`src/common/lcd_pkg.sv`:
```
package lcd_pkg;

	// one entry of the command queue, as it appears on the pins
	typedef struct packed {
		logic       rs;         // 1 for character data
		logic       rw;
		logic [7:0] data;
	} lcd_cmd_t;

	typedef struct packed {
		logic two_lines;
		logic font_5x10;
		logic display_on;
		logic cursor_on;
		logic blink_on;
		logic increment;        // entry mode direction
		logic shift;            // display shift on entry
	} lcd_cfg_t;

	typedef struct packed {
		logic       init_done;
		logic       busy;
		logic       fifo_full;
		logic [3:0] fifo_level;
	} lcd_status_t;

	localparam lcd_cfg_t LCD_CFG_DEFAULT = '{
		two_lines:  1'b1,
		font_5x10:  1'b0,
		display_on: 1'b1,
		cursor_on:  1'b0,
		blink_on:   1'b0,
		increment:  1'b1,
		shift:      1'b0
	};

	// instruction prefixes, flag bits follow
	localparam logic [3:0] LCD_FUNC_SET   = 4'b0011;      // then lines, font, 00
	localparam logic [4:0] LCD_DISP_CTRL  = 5'b00001;     // then display, cursor, blink
	localparam logic [7:0] LCD_CLEAR      = 8'b0000_0001;
	localparam logic [5:0] LCD_ENTRY_MODE = 6'b000001;    // then increment, shift

	// timing in base cycles, scaled by CLK_SCALE in the controller
	localparam int T_POWER_UP   = 500;
	localparam int T_PULSE      = 10;
	localparam int T_WAIT_SHORT = 50;
	localparam int T_WAIT_CLEAR = 200;
	localparam int T_WAIT_ENTRY = 100;
	localparam int T_WR_CYCLE   = 50;
	localparam int T_WR_E_ON    = 1;    // first base cycle with e high
	localparam int T_WR_E_LEN   = 13;

endpackage

```
`src/common/wb_pkg.sv`:
```
package wb_pkg;

	import lcd_pkg::*;

	typedef struct packed {
		logic        cyc;
		logic        stb;
		logic        we;
		logic [1:0]  adr;
		logic [15:0] dat;
	} wb_req_t;

	typedef struct packed {
		logic        ack;
		logic [15:0] dat;
	} wb_rsp_t;

	// the two ways a write word is read
	typedef struct packed {
		logic [5:0] pad;
		lcd_cmd_t   cmd;
	} wb_cmd_word_t;

	typedef struct packed {
		logic [8:0] pad;
		lcd_cfg_t   cfg;
	} wb_cfg_word_t;

	typedef union packed {
		wb_cmd_word_t as_cmd;   // address WB_ADR_CMD
		wb_cfg_word_t as_cfg;   // address WB_ADR_CFG
	} wb_data_u;

	localparam logic [1:0] WB_ADR_CMD    = 2'd0;
	localparam logic [1:0] WB_ADR_CFG    = 2'd1;
	localparam logic [1:0] WB_ADR_STATUS = 2'd2;

endpackage

```
`src/hdl/lcd_cmd_fifo.sv`:
```
module lcd_cmd_fifo
	import lcd_pkg::*;
#(
	parameter int FIFO_DEPTH = 8
) (
	input  logic       clk,
	input  logic       rst_n,
	input  logic       push,
	input  lcd_cmd_t   push_data,
	output logic       full,
	output logic [3:0] level,
	output logic       valid,
	output lcd_cmd_t   head,
	input  logic       pop
);

	localparam int AW = $clog2(FIFO_DEPTH);
	localparam logic [AW:0] FULL_COUNT = (AW + 1)'(FIFO_DEPTH);

	lcd_cmd_t      mem [FIFO_DEPTH];
	logic [AW-1:0] wr_ptr;
	logic [AW-1:0] rd_ptr;
	logic [AW:0]   count;

	always_ff @(posedge clk or negedge rst_n) begin
		if (!rst_n) begin
			wr_ptr <= '0;
			rd_ptr <= '0;
			count <= '0;
		end else begin
			if (push)
				wr_ptr <= wr_ptr + 1'b1;     // depth is a power of two, wraps
			if (pop)
				rd_ptr <= rd_ptr + 1'b1;
			case ({push, pop})
				2'b10:   count <= count + 1'b1;
				2'b01:   count <= count - 1'b1;
				default: count <= count;      // both or neither
			endcase
		end
	end

	always_ff @(posedge clk) begin
		if (push)
			mem[wr_ptr] <= push_data;
	end

	assign head = mem[rd_ptr];     // fall-through head
	assign valid = (count != '0);
	assign full = (count == FULL_COUNT);
	assign level = 4'(count);

	// the slave holds ack back while full, the controller pops only on valid
	a_no_push_full: assert property (@(posedge clk) disable iff (!rst_n) push |-> !full);
	a_no_pop_empty: assert property (@(posedge clk) disable iff (!rst_n) pop |-> valid);

endmodule

```
`src/hdl/lcd_wb_slave.sv`:
```
module lcd_wb_slave
	import lcd_pkg::*;
	import wb_pkg::*;
#(
	parameter int FIFO_DEPTH = 8
) (
	input  logic       clk,
	input  logic       rst_n,
	input  wb_req_t    wb_req,
	output wb_rsp_t    wb_rsp,
	output logic       push,
	output lcd_cmd_t   push_data,
	input  logic       fifo_full,
	input  logic [3:0] fifo_level,
	output lcd_cfg_t   cfg,
	output logic       reinit,
	input  logic       init_done,
	input  logic       busy
);

	wb_data_u    wdata;
	lcd_status_t status;
	logic        req;
	logic        cmd_wr;
	logic        cfg_wr;
	logic        stat_rd;
	logic        accept;
	logic        ack_q;
	logic [15:0] dat_q;

	// the status level field is four bits wide
	if (FIFO_DEPTH > 8) begin : g_depth_check
		$error("FIFO_DEPTH %0d does not fit the status level", FIFO_DEPTH);
	end

	assign wdata = wb_req.dat;
	assign req = wb_req.cyc && wb_req.stb && !ack_q;    // not again in the ack cycle
	assign cmd_wr = wb_req.we && (wb_req.adr == WB_ADR_CMD);
	assign cfg_wr = wb_req.we && (wb_req.adr == WB_ADR_CFG);
	assign stat_rd = !wb_req.we && (wb_req.adr == WB_ADR_STATUS);

	// a command write waits here while the queue is full
	assign accept = req && !(cmd_wr && fifo_full);

	assign status = '{
		init_done:  init_done,
		busy:       busy,
		fifo_full:  fifo_full,
		fifo_level: fifo_level
	};

	always_ff @(posedge clk or negedge rst_n) begin
		if (!rst_n) begin
			ack_q <= 1'b0;
			push <= 1'b0;
			reinit <= 1'b0;
			cfg <= LCD_CFG_DEFAULT;
		end else begin
			ack_q <= accept;
			push <= accept && cmd_wr;    // lands in the ack cycle
			reinit <= accept && cfg_wr;
			if (accept && cfg_wr)
				cfg <= wdata.as_cfg.cfg;
		end
	end

	always_ff @(posedge clk) begin
		if (accept) begin
			dat_q <= stat_rd ? 16'(status) : '0;     // other addresses read zero
			push_data <= wdata.as_cmd.cmd;
		end
	end

	assign wb_rsp = '{ack: ack_q, dat: dat_q};

	a_ack_in_cycle: assert property (@(posedge clk) disable iff (!rst_n)
		ack_q |-> wb_req.cyc && wb_req.stb);

	a_ack_single: assert property (@(posedge clk) disable iff (!rst_n)
		ack_q |=> !ack_q);

endmodule

```
`src/lcd_controller/lcd_controller.sv`:
```
module lcd_controller
	import lcd_pkg::*;
#(
	parameter int CLK_SCALE = 1
) (
	input  logic       clk,
	input  logic       rst_n,
	input  lcd_cfg_t   cfg,
	input  logic       reinit,
	input  logic       valid,
	input  lcd_cmd_t   head,
	output logic       pop,
	output logic       init_done,
	output logic       busy,
	output logic       e,
	output logic       rs,
	output logic       rw,
	output logic [7:0] lcd_data
);

	localparam int CNT_W = $clog2(T_POWER_UP * CLK_SCALE + 1);

	typedef logic [CNT_W-1:0] cnt_t;
	typedef enum logic [1:0] {ST_POWER_UP, ST_INIT, ST_READY, ST_WRITE} state_t;

	// init sequence windows, e is high from *_ON up to *_OFF
	localparam int B_DISP  = T_PULSE + T_WAIT_SHORT;
	localparam int B_CLR   = B_DISP + T_PULSE + T_WAIT_SHORT;
	localparam int B_ENTRY = B_CLR + T_PULSE + T_WAIT_CLEAR;
	localparam int B_DONE  = B_ENTRY + T_PULSE + T_WAIT_ENTRY;

	localparam cnt_t PWR_LAST  = cnt_t'(T_POWER_UP * CLK_SCALE - 1);
	localparam cnt_t FUNC_OFF  = cnt_t'(T_PULSE * CLK_SCALE);
	localparam cnt_t DISP_ON   = cnt_t'(B_DISP * CLK_SCALE);
	localparam cnt_t DISP_OFF  = cnt_t'((B_DISP + T_PULSE) * CLK_SCALE);
	localparam cnt_t CLR_ON    = cnt_t'(B_CLR * CLK_SCALE);
	localparam cnt_t CLR_OFF   = cnt_t'((B_CLR + T_PULSE) * CLK_SCALE);
	localparam cnt_t ENTRY_ON  = cnt_t'(B_ENTRY * CLK_SCALE);
	localparam cnt_t ENTRY_OFF = cnt_t'((B_ENTRY + T_PULSE) * CLK_SCALE);
	localparam cnt_t INIT_LAST = cnt_t'(B_DONE * CLK_SCALE - 1);
	localparam cnt_t WR_E_ON   = cnt_t'(T_WR_E_ON * CLK_SCALE);
	localparam cnt_t WR_E_OFF  = cnt_t'((T_WR_E_ON + T_WR_E_LEN) * CLK_SCALE);
	localparam cnt_t WR_LAST   = cnt_t'(T_WR_CYCLE * CLK_SCALE);

	state_t   state;
	state_t   state_nxt;
	cnt_t     cnt;
	cnt_t     cnt_nxt;
	logic     reinit_pend;    // reinit seen during a write cycle
	lcd_cmd_t cmd_q;
	lcd_cmd_t cmd_nxt;
	lcd_cmd_t pins_nxt;
	logic     e_nxt;

	always_comb begin
		state_nxt = state;
		cnt_nxt = cnt + 1'b1;
		pop = 1'b0;
		case (state)
			ST_POWER_UP: begin
				if (reinit || cnt == PWR_LAST) begin     // reinit skips the wait
					state_nxt = ST_INIT;
					cnt_nxt = '0;
				end
			end
			ST_INIT: begin
				if (reinit) begin
					cnt_nxt = '0;
				end else if (cnt == INIT_LAST) begin
					state_nxt = ST_READY;
					cnt_nxt = '0;
				end
			end
			ST_READY: begin
				cnt_nxt = '0;
				if (reinit) begin
					state_nxt = ST_INIT;
				end else if (valid) begin
					state_nxt = ST_WRITE;
					pop = 1'b1;
				end
			end
			default: begin
				// a write cycle always runs to its end, so the popped command is not lost
				if (cnt == WR_LAST) begin
					state_nxt = (reinit || reinit_pend) ? ST_INIT : ST_READY;
					cnt_nxt = '0;
				end
			end
		endcase
	end

	assign cmd_nxt = pop ? head : cmd_q;

	// pins are registered from the next state and count
	always_comb begin
		e_nxt = 1'b0;
		pins_nxt = '0;
		if (state_nxt == ST_INIT) begin
			if (cnt_nxt < FUNC_OFF) begin
				e_nxt = 1'b1;
				pins_nxt.data = {LCD_FUNC_SET, cfg.two_lines, cfg.font_5x10, 2'b00};
			end else if (cnt_nxt >= DISP_ON && cnt_nxt < DISP_OFF) begin
				e_nxt = 1'b1;
				pins_nxt.data = {LCD_DISP_CTRL, cfg.display_on, cfg.cursor_on, cfg.blink_on};
			end else if (cnt_nxt >= CLR_ON && cnt_nxt < CLR_OFF) begin
				e_nxt = 1'b1;
				pins_nxt.data = LCD_CLEAR;
			end else if (cnt_nxt >= ENTRY_ON && cnt_nxt < ENTRY_OFF) begin
				e_nxt = 1'b1;
				pins_nxt.data = {LCD_ENTRY_MODE, cfg.increment, cfg.shift};
			end
		end else if (state_nxt == ST_WRITE) begin
			pins_nxt = cmd_nxt;                           // held for the whole cycle
			e_nxt = (cnt_nxt >= WR_E_ON) && (cnt_nxt < WR_E_OFF);
		end
	end

	always_ff @(posedge clk or negedge rst_n) begin
		if (!rst_n) begin
			state <= ST_POWER_UP;
			cnt <= '0;
			reinit_pend <= 1'b0;
			init_done <= 1'b0;
			busy <= 1'b1;
			e <= 1'b0;
			rs <= 1'b0;
			rw <= 1'b0;
			lcd_data <= '0;
		end else begin
			state <= state_nxt;
			cnt <= cnt_nxt;
			reinit_pend <= (reinit_pend || reinit) && (state_nxt != ST_INIT);
			busy <= (state_nxt != ST_READY);
			if (state_nxt == ST_INIT)
				init_done <= 1'b0;
			else if (state_nxt == ST_READY)
				init_done <= 1'b1;
			e <= e_nxt;
			rs <= pins_nxt.rs;
			rw <= pins_nxt.rw;
			lcd_data <= pins_nxt.data;
		end
	end

	always_ff @(posedge clk) begin
		if (pop)
			cmd_q <= head;
	end

	// idle stays idle until the queue or the bus side asks for something
	a_ready_hold: assert property (@(posedge clk) disable iff (!rst_n)
		state == ST_READY && !valid && !reinit |=> state == ST_READY);

endmodule

```
`src/hdl/lcd_top.sv`:
```
module lcd_top
	import lcd_pkg::*;
	import wb_pkg::*;
#(
	parameter int CLK_SCALE  = 1,
	parameter int FIFO_DEPTH = 8
) (
	input  logic       clk,
	input  logic       rst_n,
	input  wb_req_t    wb_req,
	output wb_rsp_t    wb_rsp,
	output logic       e,
	output logic       rs,
	output logic       rw,
	output logic [7:0] lcd_data
);

	logic       push;
	lcd_cmd_t   push_data;
	logic       fifo_full;
	logic [3:0] fifo_level;
	logic       fifo_valid;
	lcd_cmd_t   fifo_head;
	logic       pop;
	lcd_cfg_t   cfg;
	logic       reinit;
	logic       init_done;
	logic       busy;

	lcd_wb_slave #(
		.FIFO_DEPTH (FIFO_DEPTH)
	) wb_slave_i (
		.clk        (clk),
		.rst_n      (rst_n),
		.wb_req     (wb_req),
		.wb_rsp     (wb_rsp),
		.push       (push),
		.push_data  (push_data),
		.fifo_full  (fifo_full),
		.fifo_level (fifo_level),
		.cfg        (cfg),
		.reinit     (reinit),
		.init_done  (init_done),
		.busy       (busy)
	);

	lcd_cmd_fifo #(
		.FIFO_DEPTH (FIFO_DEPTH)
	) cmd_fifo_i (
		.clk       (clk),
		.rst_n     (rst_n),
		.push      (push),
		.push_data (push_data),
		.full      (fifo_full),
		.level     (fifo_level),
		.valid     (fifo_valid),
		.head      (fifo_head),
		.pop       (pop)
	);

	lcd_controller #(
		.CLK_SCALE (CLK_SCALE)
	) controller_i (
		.clk       (clk),
		.rst_n     (rst_n),
		.cfg       (cfg),
		.reinit    (reinit),
		.valid     (fifo_valid),
		.head      (fifo_head),
		.pop       (pop),
		.init_done (init_done),
		.busy      (busy),
		.e         (e),
		.rs        (rs),
		.rw        (rw),
		.lcd_data  (lcd_data)
	);

endmodule

```
`config.mk`:
```
export PLATFORM = sky130hd
export DESIGN_NAME = lcd_top
export DESIGN_NICKNAME = d
export VERILOG_FILES = /design/src/common/lcd_pkg.sv /design/src/common/wb_pkg.sv /design/src/hdl/lcd_cmd_fifo.sv /design/src/hdl/lcd_wb_slave.sv /design/src/lcd_controller/lcd_controller.sv /design/src/hdl/lcd_top.sv
export SDC_FILE = /design/constraint.sdc
export NUM_CORES = 1
export LEC_CHECK = 0
export BUFFER_PORTS_ARGS = -buffer_cell sky130_fd_sc_hd__buf_2
export CAP_MARGIN = 20
export CORE_MARGIN = 2
export CORE_UTILIZATION = 54
export DETAILED_ROUTE_END_ITERATION = 6
export HOLD_SLACK_MARGIN = 0.03
export PLACE_DENSITY = 0.88
export SLEW_MARGIN = 10
export SYNTH_ARGS = -nofsm -noshare
export SYNTH_HDL_FRONTEND = slang
export SYNTH_SLANG_ARGS = --single-unit
```
`constraint.sdc`:
```
create_clock -name clk -period 2.5 [get_ports clk]
set_input_delay 0.25 -clock clk [delete_from_list [all_inputs] [get_ports clk]]
set_output_delay 0.25 -clock clk [all_outputs]
set_load 0.03 [all_outputs]
```
Yosys cells after proc, flatten, opt, wreduce, memory -nomap -nowiden
Memories as Yosys holds them, arrays and structs flattened.
Cells that the tools add are included.

storage, ports and cells
  bits in registers = 81
  memory bits (writable) = 80
  output and inout port bits = 28
  memories kept = 1

memories
  memory          depth  bits a word  read ports  clocked after Yosys merged registers in  write ports  line                RTL
  cmd_fifo_i.mem  8      10           1           0                                        1            lcd_cmd_fifo.sv:20  lcd_cmd_t mem [FIFO_DEPTH];

operators by class
  add/sub/neg operators = 5
  $lt $le $gt $ge = 9
  eq/ne operators = 15
  muxes and demuxes = 35
  reduce and logical (&&, ||, !) cells = 24

operators with widths
  kind                                                                count
  2-to-1 mux 9 bit                                                    4
  2-to-1 mux 8 bit                                                    4
  one-hot mux 9 bit (3 select lines)                                  1
  2-to-1 mux 10 bit                                                   2
  equality test 9 bit (second input constant)                         2
  less-than comparator 9 x 4 -> 1 bit (second input constant)         2
  2-to-1 mux 2 bit                                                    8
  logical AND 1 bit                                                   14
  2-to-1 mux 1 bit                                                    13
  equality test 2 bit (second input constant)                         5
  adder 9 x 1 -> 9 bit (second input constant)                        1
  equality test 9 x 6 -> 1 bit (second input constant)                1
  greater-or-equal comparator 9 x 1 -> 1 bit (second input constant)  1
  greater-or-equal comparator 9 x 6 -> 1 bit (second input constant)  1
  greater-or-equal comparator 9 x 7 -> 1 bit (second input constant)  1
  greater-or-equal comparator 9 bit (second input constant)           1
  less-than comparator 9 x 7 -> 1 bit (second input constant)         1
  less-than comparator 9 x 8 -> 1 bit (second input constant)         1
  less-than comparator 9 bit (second input constant)                  1
  equality test 2 x 1 -> 1 bit (second input constant)                4
  one-hot mux 4 bit (2 select lines)                                  1
  adder 3 x 1 -> 3 bit (second input constant)                        2
  one-hot mux 2 bit (3 select lines)                                  1
  adder 4 x 1 -> 4 bit (second input constant)                        1
  other kinds (10)                                                    15

Logic depth before layout (Yosys ltp)
Gate-level depths: netlist of the first run.

  word-level depth = 11
  gate-level depth with buffers = 13

Hierarchy
A second synthesis of the first run with hierarchy kept.

second synthesis, totals
  cells, all modules = 409
  area total of the unflattened synthesis = 6,456.2 um^2

modules (own cells, without submodules)
  module          instances  cells each  area each (um^2)  sequential area each (um^2)
  lcd_cmd_fifo    1          170         3,564.7           2,652.5
  lcd_controller  1          179         1,856.8           827.0
  lcd_wb_slave    1          60          1,034.7           764.5

Worst setup path after synthesis of the first run
Ideal clock, no wire load.

  path type = reg-to-reg
  start = register controller_i.cnt[0]
  end = register controller_i.e
  setup time = 0.076 ns
  arrival = 2.659 ns
  path slack = -0.236 ns
  stages on the path, launching flop included = 14
  path buffers = 2
  period minus slack after synthesis = 2.736 ns
  path through = dfrtp_1 -> inv_1 -> ha_1 -> nor4b_1 -> nand2_1 -> o311ai_0 -> o21ai_0 -> or2_2 -> ha_1 -> buf_4 -> nor2b_1 -> clkdlybuf4s25_2 -> o21ai_0 -> o21ai_1

on the way
  elaborated cells between the ends (all ways) = 36

RTL lines
  element                                                      line                                        RTL
  from (decl)                                                  lcd_controller.sv:47                        cnt_t cnt;
  from (signal assigned)                                       lcd_controller.sv:132                       cnt <= cnt_nxt;
  equality test 9 bit (on tied branches)                       lcd_controller.sv:69, lcd_controller.sv:61
  2-to-1 mux 2 bit / logical OR 1 bit (equally long branches)  lcd_controller.sv:69, lcd_controller.sv:61
  2-to-1 mux 2 bit (on tied branches)                          lcd_controller.sv:67, lcd_controller.sv:61
  one-hot mux 2 bit (3 select lines) *                         lcd_controller.sv:59                        case (state)
  via controller_i.state_nxt[0]                                lcd_controller.sv:46                        state_t state_nxt;
  equality test 2 bit                                          lcd_controller.sv:113                       end else if (state_nxt == ST_WRITE) begin
  2-to-1 mux 1 bit                                             lcd_controller.sv:113
  2-to-1 mux 1 bit *                                           lcd_controller.sv:99                        if (state_nxt == ST_INIT) begin
  via controller_i.e_nxt                                       lcd_controller.sv:53                        logic e_nxt;
  to (signal assigned)                                         lcd_controller.sv:139                       e <= e_nxt;
  to (decl)                                                    lcd_controller.sv:15                        output logic e,

The timed path passes the listed nets; every way through them passes the cells marked *.
A chain may end at the register's enable or synchronous reset.

==> key figures, run 1 <==
Status
  • Failing checks: setup timing
  • Status: finished, violations left

Timing
  • Fin crit period: 2.50 ns
  • Final Setup Violations: 1
  • Hold_ws: 0.0447 ns
  • Post-route setup slack: -0.00149 ns
  • Worst Clk Skew: 0.00788 ns
  • Final Hold Viols: 0
  • Max-slew violation count: 0
  • Fin crit share: 100%
  • Slew HR: 51.3%
  • Fmax: 400 MHz
  • Worst-Margin Slew: 0.728 ns
  • RSZ-0062 raised after global routing: yes

Logic synthesis
  • Seq cells post-synth: 152
  • Share of the synthesized area in the top cell type: 44.4%
  • Largest area contributor in the netlist: edfxtp_1
  • Syn Inst Count: 449
  • Synth Area per Inst: 14.6 um^2
  • Syn Std Cell Area: 6560 um^2
  • Post-synth EDFFs: 97
  • Most common library cells after synthesis: 97 x edfxtp_1, 41 x dfrtp_1, 30 x nand2_1
  • Top-count cell post-synth: edfxtp_1
  • Distinct cells, synth: 67
  • Fraction of registers with async set/reset: 29.6%
  • Yosys warns: 0
  • Sequential fraction of the synthesis area: 64.7%
  • Ys flop type: edfxtp_1
  • Synth area leaders: edfxtp_1 44%, dfrtp_1 16%, mux4_2 6.9%

Cells and area
  • Fin area: 8090 um^2
  • Antenna diodes: 0
  • Layout cells sized above 1: 36.1%
  • Layout Utilization: 67.9%
  • Synth-to-Final Area Change: 23.3%
  • Nets@finish: 581

CTS
  • TritonCTS clock tree: yes
  • CTS Root Cell: clkbuf_16
  • CTS sink cnt: 152
  • CTS buffer count: 17
  • # H-tree levels: 4
  • Clk Latency, worst-skew pair: 0.42 ns
  • Clock Path Buffers: 2
  • Clock-pin slew on the worst setup and hold paths: 0.06 ns

Global route
  • Vias in the first global route: 4,113
  • Initial antenna violation count: 0
  • Pin count of the biggest net entering global routing: 26
  • Tot GR Track Use: 23.3%
  • First-pass GRT wire length: 22,400 um
  • GRT overflow: 0

Routing
  • Routed Antenna Nets: 0
  • DRC: 0
  • DRT iter0 DRCs: 545
  • Final WL: 15,800 um
  • Vias per cell: 6.05
  • Drt first pass iters: 5
  • Vias: 4,274
  • Avg WL per Cell: 22.3 um

Critical path
  • Reg-to-Reg Start: controller_i.cnt[0]$_DFF_PN0_
  • Crit path max fanout: 5
  • Register-to-register setup slack: -0.001 ns
  • Critical path class: reg -> reg
  • R2R cell count: 9
  • Kind of start point of the critical path: register
  • Critical Path AT: 2.83 ns
  • RR Endpoint: controller_i.lcd_data[0]$_DFF_PN0_
  • CP endpoint kind: register
  • Worst Path Required: 2.83 ns

Placed design
  • Placed instance area: 7080 um^2
  • Final Wtd Congestion: 0.910
  • Pre-CTS setup slack: -0.131 ns
  • I/O Buffers: 35
  • Hpwl dp: 8990 um

Floorplanning
  • Starting Density: 55.1%
  • Die ar.: 13,000 um^2
  • Die X: 114 um
  • Core area: 11,900 um^2
  • # IOs: 51
  • Die extent in y: 114 um
  • Num rows: 40

Worst hold path
  • Hold EP: wb_slave_i.push_data[3]$_DFFE_PP_
  • Hold path depth: 1
  • Min-Delay Path Class: in -> reg
  • Min-delay src: wb_req[3]

Flow run
  • Max_cap viols: 0

Power and ir drop
  • Cell Pwr Density: 877 nW/um^2
  • Peak supply drop: 0.000568 V
  • Static Leak: 0.00304 uW
per-layer routing:
layer | GRT usage, % | part of all wire (%) | up-vias
li1 | - | - | 1842
met1 | 30.8 | 39 | 2145
met2 | 39.0 | 51 | 237
met3 | 5.24 | 7.4 | 50
met4 | 6.75 | 2.6 | 0
met5 | 0 | 0 | -
metrics by stage:
step	std cells	total power (uW)	setup TNS, ns
2_1_floorplan	457	3890	0
3_3_place_gp	651	4240	-0.0996
3_5_place_dp	651	4290	-0.630
4_1_cts	692	6770	-0.0267
5_1_grt	706	7310	-0.375
6_report	706	7090	-0.00149
power breakdown:
part           internal, uW  switching (uW)
Combinational           683             908
Sequential             2860             172
Clock                  1470            1000
Total                  5010            2080
what timing repair did:
item	CTS	global route
pin swaps	3	18
gates resized for setup	13	43
gates cloned	0	0
buffers inserted	3	15
endpoints found under the hold margin	25	0
endpoints found under the setup margin	11	12
hold buffers	6	0
how the worst max path moves through the flow:
stage                                        startpoint                                 end  slack (ns)  cells past startpoint
after floorplan           controller_i.cnt[0]$_DFF_PN0_            controller_i.e$_DFF_PN0_        0.05                     13
after global placement    controller_i.cnt[0]$_DFF_PN0_  controller_i.lcd_data[5]$_DFF_PN0_       -0.05                     12
after detailed placement  controller_i.cnt[0]$_DFF_PN0_  controller_i.lcd_data[5]$_DFF_PN0_       -0.13                     12
after CTS                 controller_i.cnt[0]$_DFF_PN0_  controller_i.lcd_data[5]$_DFF_PN0_       -0.01                     12
after global routing      controller_i.cnt[0]$_DFF_PN0_  controller_i.lcd_data[0]$_DFF_PN0_       -0.10                      9
final                     controller_i.cnt[0]$_DFF_PN0_  controller_i.lcd_data[0]$_DFF_PN0_      -0.001                      9
cell families (layout without fill, tap and decap cells):
group / count (synthesis) / in the layout / share of synthesized area, %
DFF: 152 / 152 / 64.7
and+or+nand+nor: 113 / 113 / 9.23
AOI/OAI and AO/OA: 61 / 61 / 6.29
buffers and inverters: 48 / 150 / 4.21
muxes: 43 / 43 / 10.6
xor gates and xnor gates: 18 / 18 / 2.40
adders and majority gates: 13 / 13 / 2.56
other: 1 / 9 / 0.0572
placed cells by master, fill, tap and decap left out, types with 6 or more instances in the layout:
cell type / instances
a21oi_1: 8
and2_1: 13
buf_2: 35
buf_4: 52
clkbuf_16: 17
conb_1: 9
dfrtp_1: 37
dfxtp_1: 10
dlygate4sd3_1: 6
edfxtp_1: 97
inv_1: 16
mux2_2: 9
mux2i_1: 12
mux4_2: 20
nand2_1: 28
nand3_1: 9
nor2_1: 21
nor3_1: 7
o21ai_0: 20
xnor2_1: 11
state kept, by name (all words and copies together) (netlist names):
| name | flops |
|---|---|
| cmd_fifo_i.mem | 80 |
| controller_i.cmd_q | 10 |
| wb_slave_i.push_data | 10 |
| controller_i.cnt | 9 |
| controller_i.lcd_data | 8 |
| wb_slave_i.cfg | 7 |
| wb_slave_i.dat_q | 7 |
| cmd_fifo_i.level | 4 |
| cmd_fifo_i.rd_ptr | 3 |
| cmd_fifo_i.wr_ptr | 3 |
| controller_i.state | 2 |
| controller_i.busy | 1 |
| controller_i.e | 1 |
| controller_i.init_done | 1 |
| controller_i.reinit_pend | 1 |
| controller_i.rs | 1 |
| controller_i.rw | 1 |
| wb_slave_i.ack_q | 1 |
| wb_slave_i.push | 1 |
| wb_slave_i.reinit | 1 |
layout make-up:
class / count / area [um^2]
clock buffer: 20 / 437
multi-input combinational: 257 / 2320
sequential: 152 / 4250
clock inverter: 12 / 128
inverter: 19 / 71.3
fill: 724 / 3820
tap: 147 / 184
timing repair buffer: 99 / 702
critical path, cell delays in order, from the launching register on:
cell and delay [ns]:
dfrtp_2 0.38, buf_6 0.12, ha_2 0.17, nand4bb_1 0.16, o211a_1 0.31, o31ai_4 0.39, nand4_1 0.25, a21oi_2 0.30
a22oi_2 0.12, a32oi_1 0.21
Power figures use the tool's default switching activity.
==> run 2, diff against run 1 <==
Settings changed: CTS_CLUSTER_SIZE set to 20.
Clock period 2.5 ns to 2.21 ns, I/O delays scaled along.
==> run 2 against run 1 <==
The run still ends with setup timing left. Via count fell by 0.21%. Combinational power rose by 26%. Worst setup slack got worse by 0.30 ns. Non-clock buffer count rose by 13. Clock skew rose by 0.0015 ns. Hold slack improved by 0.096 ns. Clock power rose by 15%. Final cell count rose by 1.8%. Maximum frequency fell by 0.58%. First-iteration DRC count fell by 23%. Critical path depth did not move. Largest power group unchanged.
==> key figures, run 2 (synthesis results as in run 1) <==
Status
  • Status: finished, violations left (unchanged)
  • Failing checks: setup timing (unchanged)

Power and ir drop
  • Static Leak: 0.00315 uW (was 0.00304 uW)
  • Cell Pwr Density: 997 nW/um^2 (was 877 nW/um^2)
  • Peak supply drop: 0.000571 V (was 0.000568 V)

Cells and area
  • Fin area: 8300 um^2 (was 8090 um^2)
  • Largest registers: cmd_fifo_i.mem (80), controller_i.cmd_q (10), wb_slave_i.push_data (10) (unchanged)
  • Commonest non-fill, non-tap cells in the layout: 97 x edfxtp_1, 59 x buf_4, 38 x dfrtp_1 (was 97 x edfxtp_1, 52 x buf_4, 37 x dfrtp_1)
  • Synth-to-Final Area Change: 26.5% (was 23.3%)
  • Biggest register: cmd_fifo_i.mem (unchanged)
  • Layout fillers: 722 (was 724)
  • Non-Filler Instances: 719 (was 706)
  • Layout cells sized above 1: 39.2% (was 36.1%)
  • Nets@finish: 594 (was 581)
  • Commonest non-fill, non-tap cell in the layout: edfxtp_1 (unchanged)
  • Max FFs per register: 80 (unchanged)
  • Antenna diodes: 0 (unchanged)

Timing
  • Slew HR: 51.3% (about the same)
  • Fmax: 397 MHz (was 400 MHz)
  • Hold_ws: 0.140 ns (was 0.0447 ns)
  • RSZ-0062 raised after global routing: yes (unchanged)
  • Worst Clk Skew: 0.00936 ns (was 0.00788 ns)
  • Final Setup Violations: 12 (was 1)
  • Fin crit share: 114% (was 100%)
  • Max-slew violation count: 0 (unchanged)
  • Worst-Margin Slew: 0.729 ns (was 0.728 ns)
  • Final Hold Viols: 0 (unchanged)
  • Setup TNS Final: -2.81 ns (was -0.00149 ns)
  • Fin crit period: 2.52 ns (was 2.50 ns)
  • Post-route setup slack: -0.306 ns (was -0.00149 ns)

Routing
  • Avg WL per Cell: 21.3 um (was 22.3 um)
  • DRT iter0 DRCs: 417 (was 545)
  • Routed Antenna Nets: 0 (unchanged)
  • Vias per cell: 5.93 (was 6.05)
  • DRC: 0 (unchanged)
  • Drt first pass iters: 6 (was 5)
  • Final WL: 15,300 um (was 15,800 um)
  • Vias: 4,265 (was 4,274)

Placed design
  • I/O Buffers: 35 (unchanged)
  • Hpwl dp: 9080 um (was 8990 um)
  • Placed cell count: 669 (was 651)
  • Final Wtd Congestion: 0.919 (was 0.910)
  • Placed instance area: 7320 um^2 (was 7080 um^2)
  • Pre-CTS setup slack: -0.224 ns (was -0.131 ns)

CTS
  • CTS buffer count: 17 (unchanged)
  • CTS sink cnt: 152 (unchanged)
  • CTS Root Cell: clkbuf_16 (unchanged)
  • # H-tree levels: 4 (unchanged)
  • TritonCTS clock tree: yes (unchanged)
  • Clock-pin slew on the worst setup and hold paths: 0.07 ns (was 0.06 ns)
  • Clock Path Buffers: 2 (unchanged)
  • Clk Latency, worst-skew pair: 0.43 ns (was 0.42 ns)

Worst hold path
  • Min-Delay Path Class: in -> reg (unchanged)

Global route
  • GRT overflow: 0 (unchanged)
  • Vias in the first global route: 4,305 (was 4,113)
  • Tot GR Track Use: 23.6% (was 23.3%)
  • First-pass GRT wire length: 22,700 um (was 22,400 um)
  • Pin count of the biggest net entering global routing: 28 (was 26)
  • Initial antenna violation count: 0 (unchanged)

Floorplanning
  • # IOs: 51 (unchanged)
  • Die extent in y: 114 um (unchanged)
  • Num rows: 40 (unchanged)
  • Die ar.: 13,000 um^2 (unchanged)
  • Starting Density: 55.1% (unchanged)
  • Core area: 11,900 um^2 (unchanged)
  • Die X: 114 um (unchanged)

Critical path
  • Critical path class: reg -> reg (unchanged)
  • Kind of start point of the critical path: register (unchanged)
  • CP endpoint kind: register (unchanged)
  • Critical Path AT: 2.85 ns (was 2.83 ns)
  • Crit path max fanout: 4 (was 5)
  • Worst Path Required: 2.54 ns (was 2.83 ns)

Flow run
  • Max_cap viols: 0 (unchanged)
==> run 2: final timing paths <==
check | cells after the start | slack (ns) | startpoint | end
max | 9 | -0.31 | controller_i.cnt[1]$_DFF_PN0_ | controller_i.lcd_data[0]$_DFF_PN0_
min | 3 | 0.14 | wb_req[16] | wb_slave_i.push$_DFF_PN0_
max reg2reg | 9 | -0.31 | controller_i.cnt[1]$_DFF_PN0_ | controller_i.lcd_data[0]$_DFF_PN0_
min reg2reg | 2 | 0.49 | controller_i.cmd_q[3]$_DFF_P_ | controller_i.cmd_q[3]$_DFF_P_
max in group asynchronous | 3 | 1.16 | rst_n | wb_slave_i.cfg[6]$_DFFE_PN1P_
min in group asynchronous | 2 | 0.29 | rst_n | controller_i.rs$_DFF_PN0_
==> run 2: final cells by class <==
type,count,area (um^2),area share (%)
Sequential cell,152,4250,51.2
Clock inverter,14,153,1.84
Clock buffer,18,429,5.17
Multi-Input combinational cell,257,2390,28.8
Timing Repair Buffer,112,825,9.94
Inverter,19,73.8,0.890
Tap cell,147,184,2.22
==> run 2: metal layers <==
metal	vias to the layer above	wire (um)	global-route usage, %
met5	-	0	0
met4	0	444	10.6
met1	2134	6080	29.9
li1	1882	-	-
met2	210	7720	38.6
met3	39	1040	6.35
==> run 2: through the flow <==
stage	power, uW	util, %
final	8270	69.7
after global routing	8550	69.7
after CTS	8020	68.1
after detailed placement	5100	61.4
after global placement	5020	61.4
after floorplan	4480	-
==> run 2: power by group <==
group	switching [uW]	internal [uW]
Clock	1240	1600
Sequential	200	3240
Combinational	1090	908
==> run 2: critical path, stage by stage, from the launching register on <==
cell and delay (ns):
dfrtp_2 0.47, ha_4 0.19, nand4_1 0.17, buf_4 0.21, o21a_4 0.21, o31ai_4 0.27, inv_1 0.17, o41ai_4 0.48
inv_2 0.04, a32oi_1 0.20
==> run 2: what timing repair did <==
item	CTS	global route
hold buffers	11	0
buffers inserted	1	7
endpoints found under the hold margin	28	0
resized for setup	18	29
pin swaps	11	20
endpoints found under the setup margin	11	14
cloned	0	0
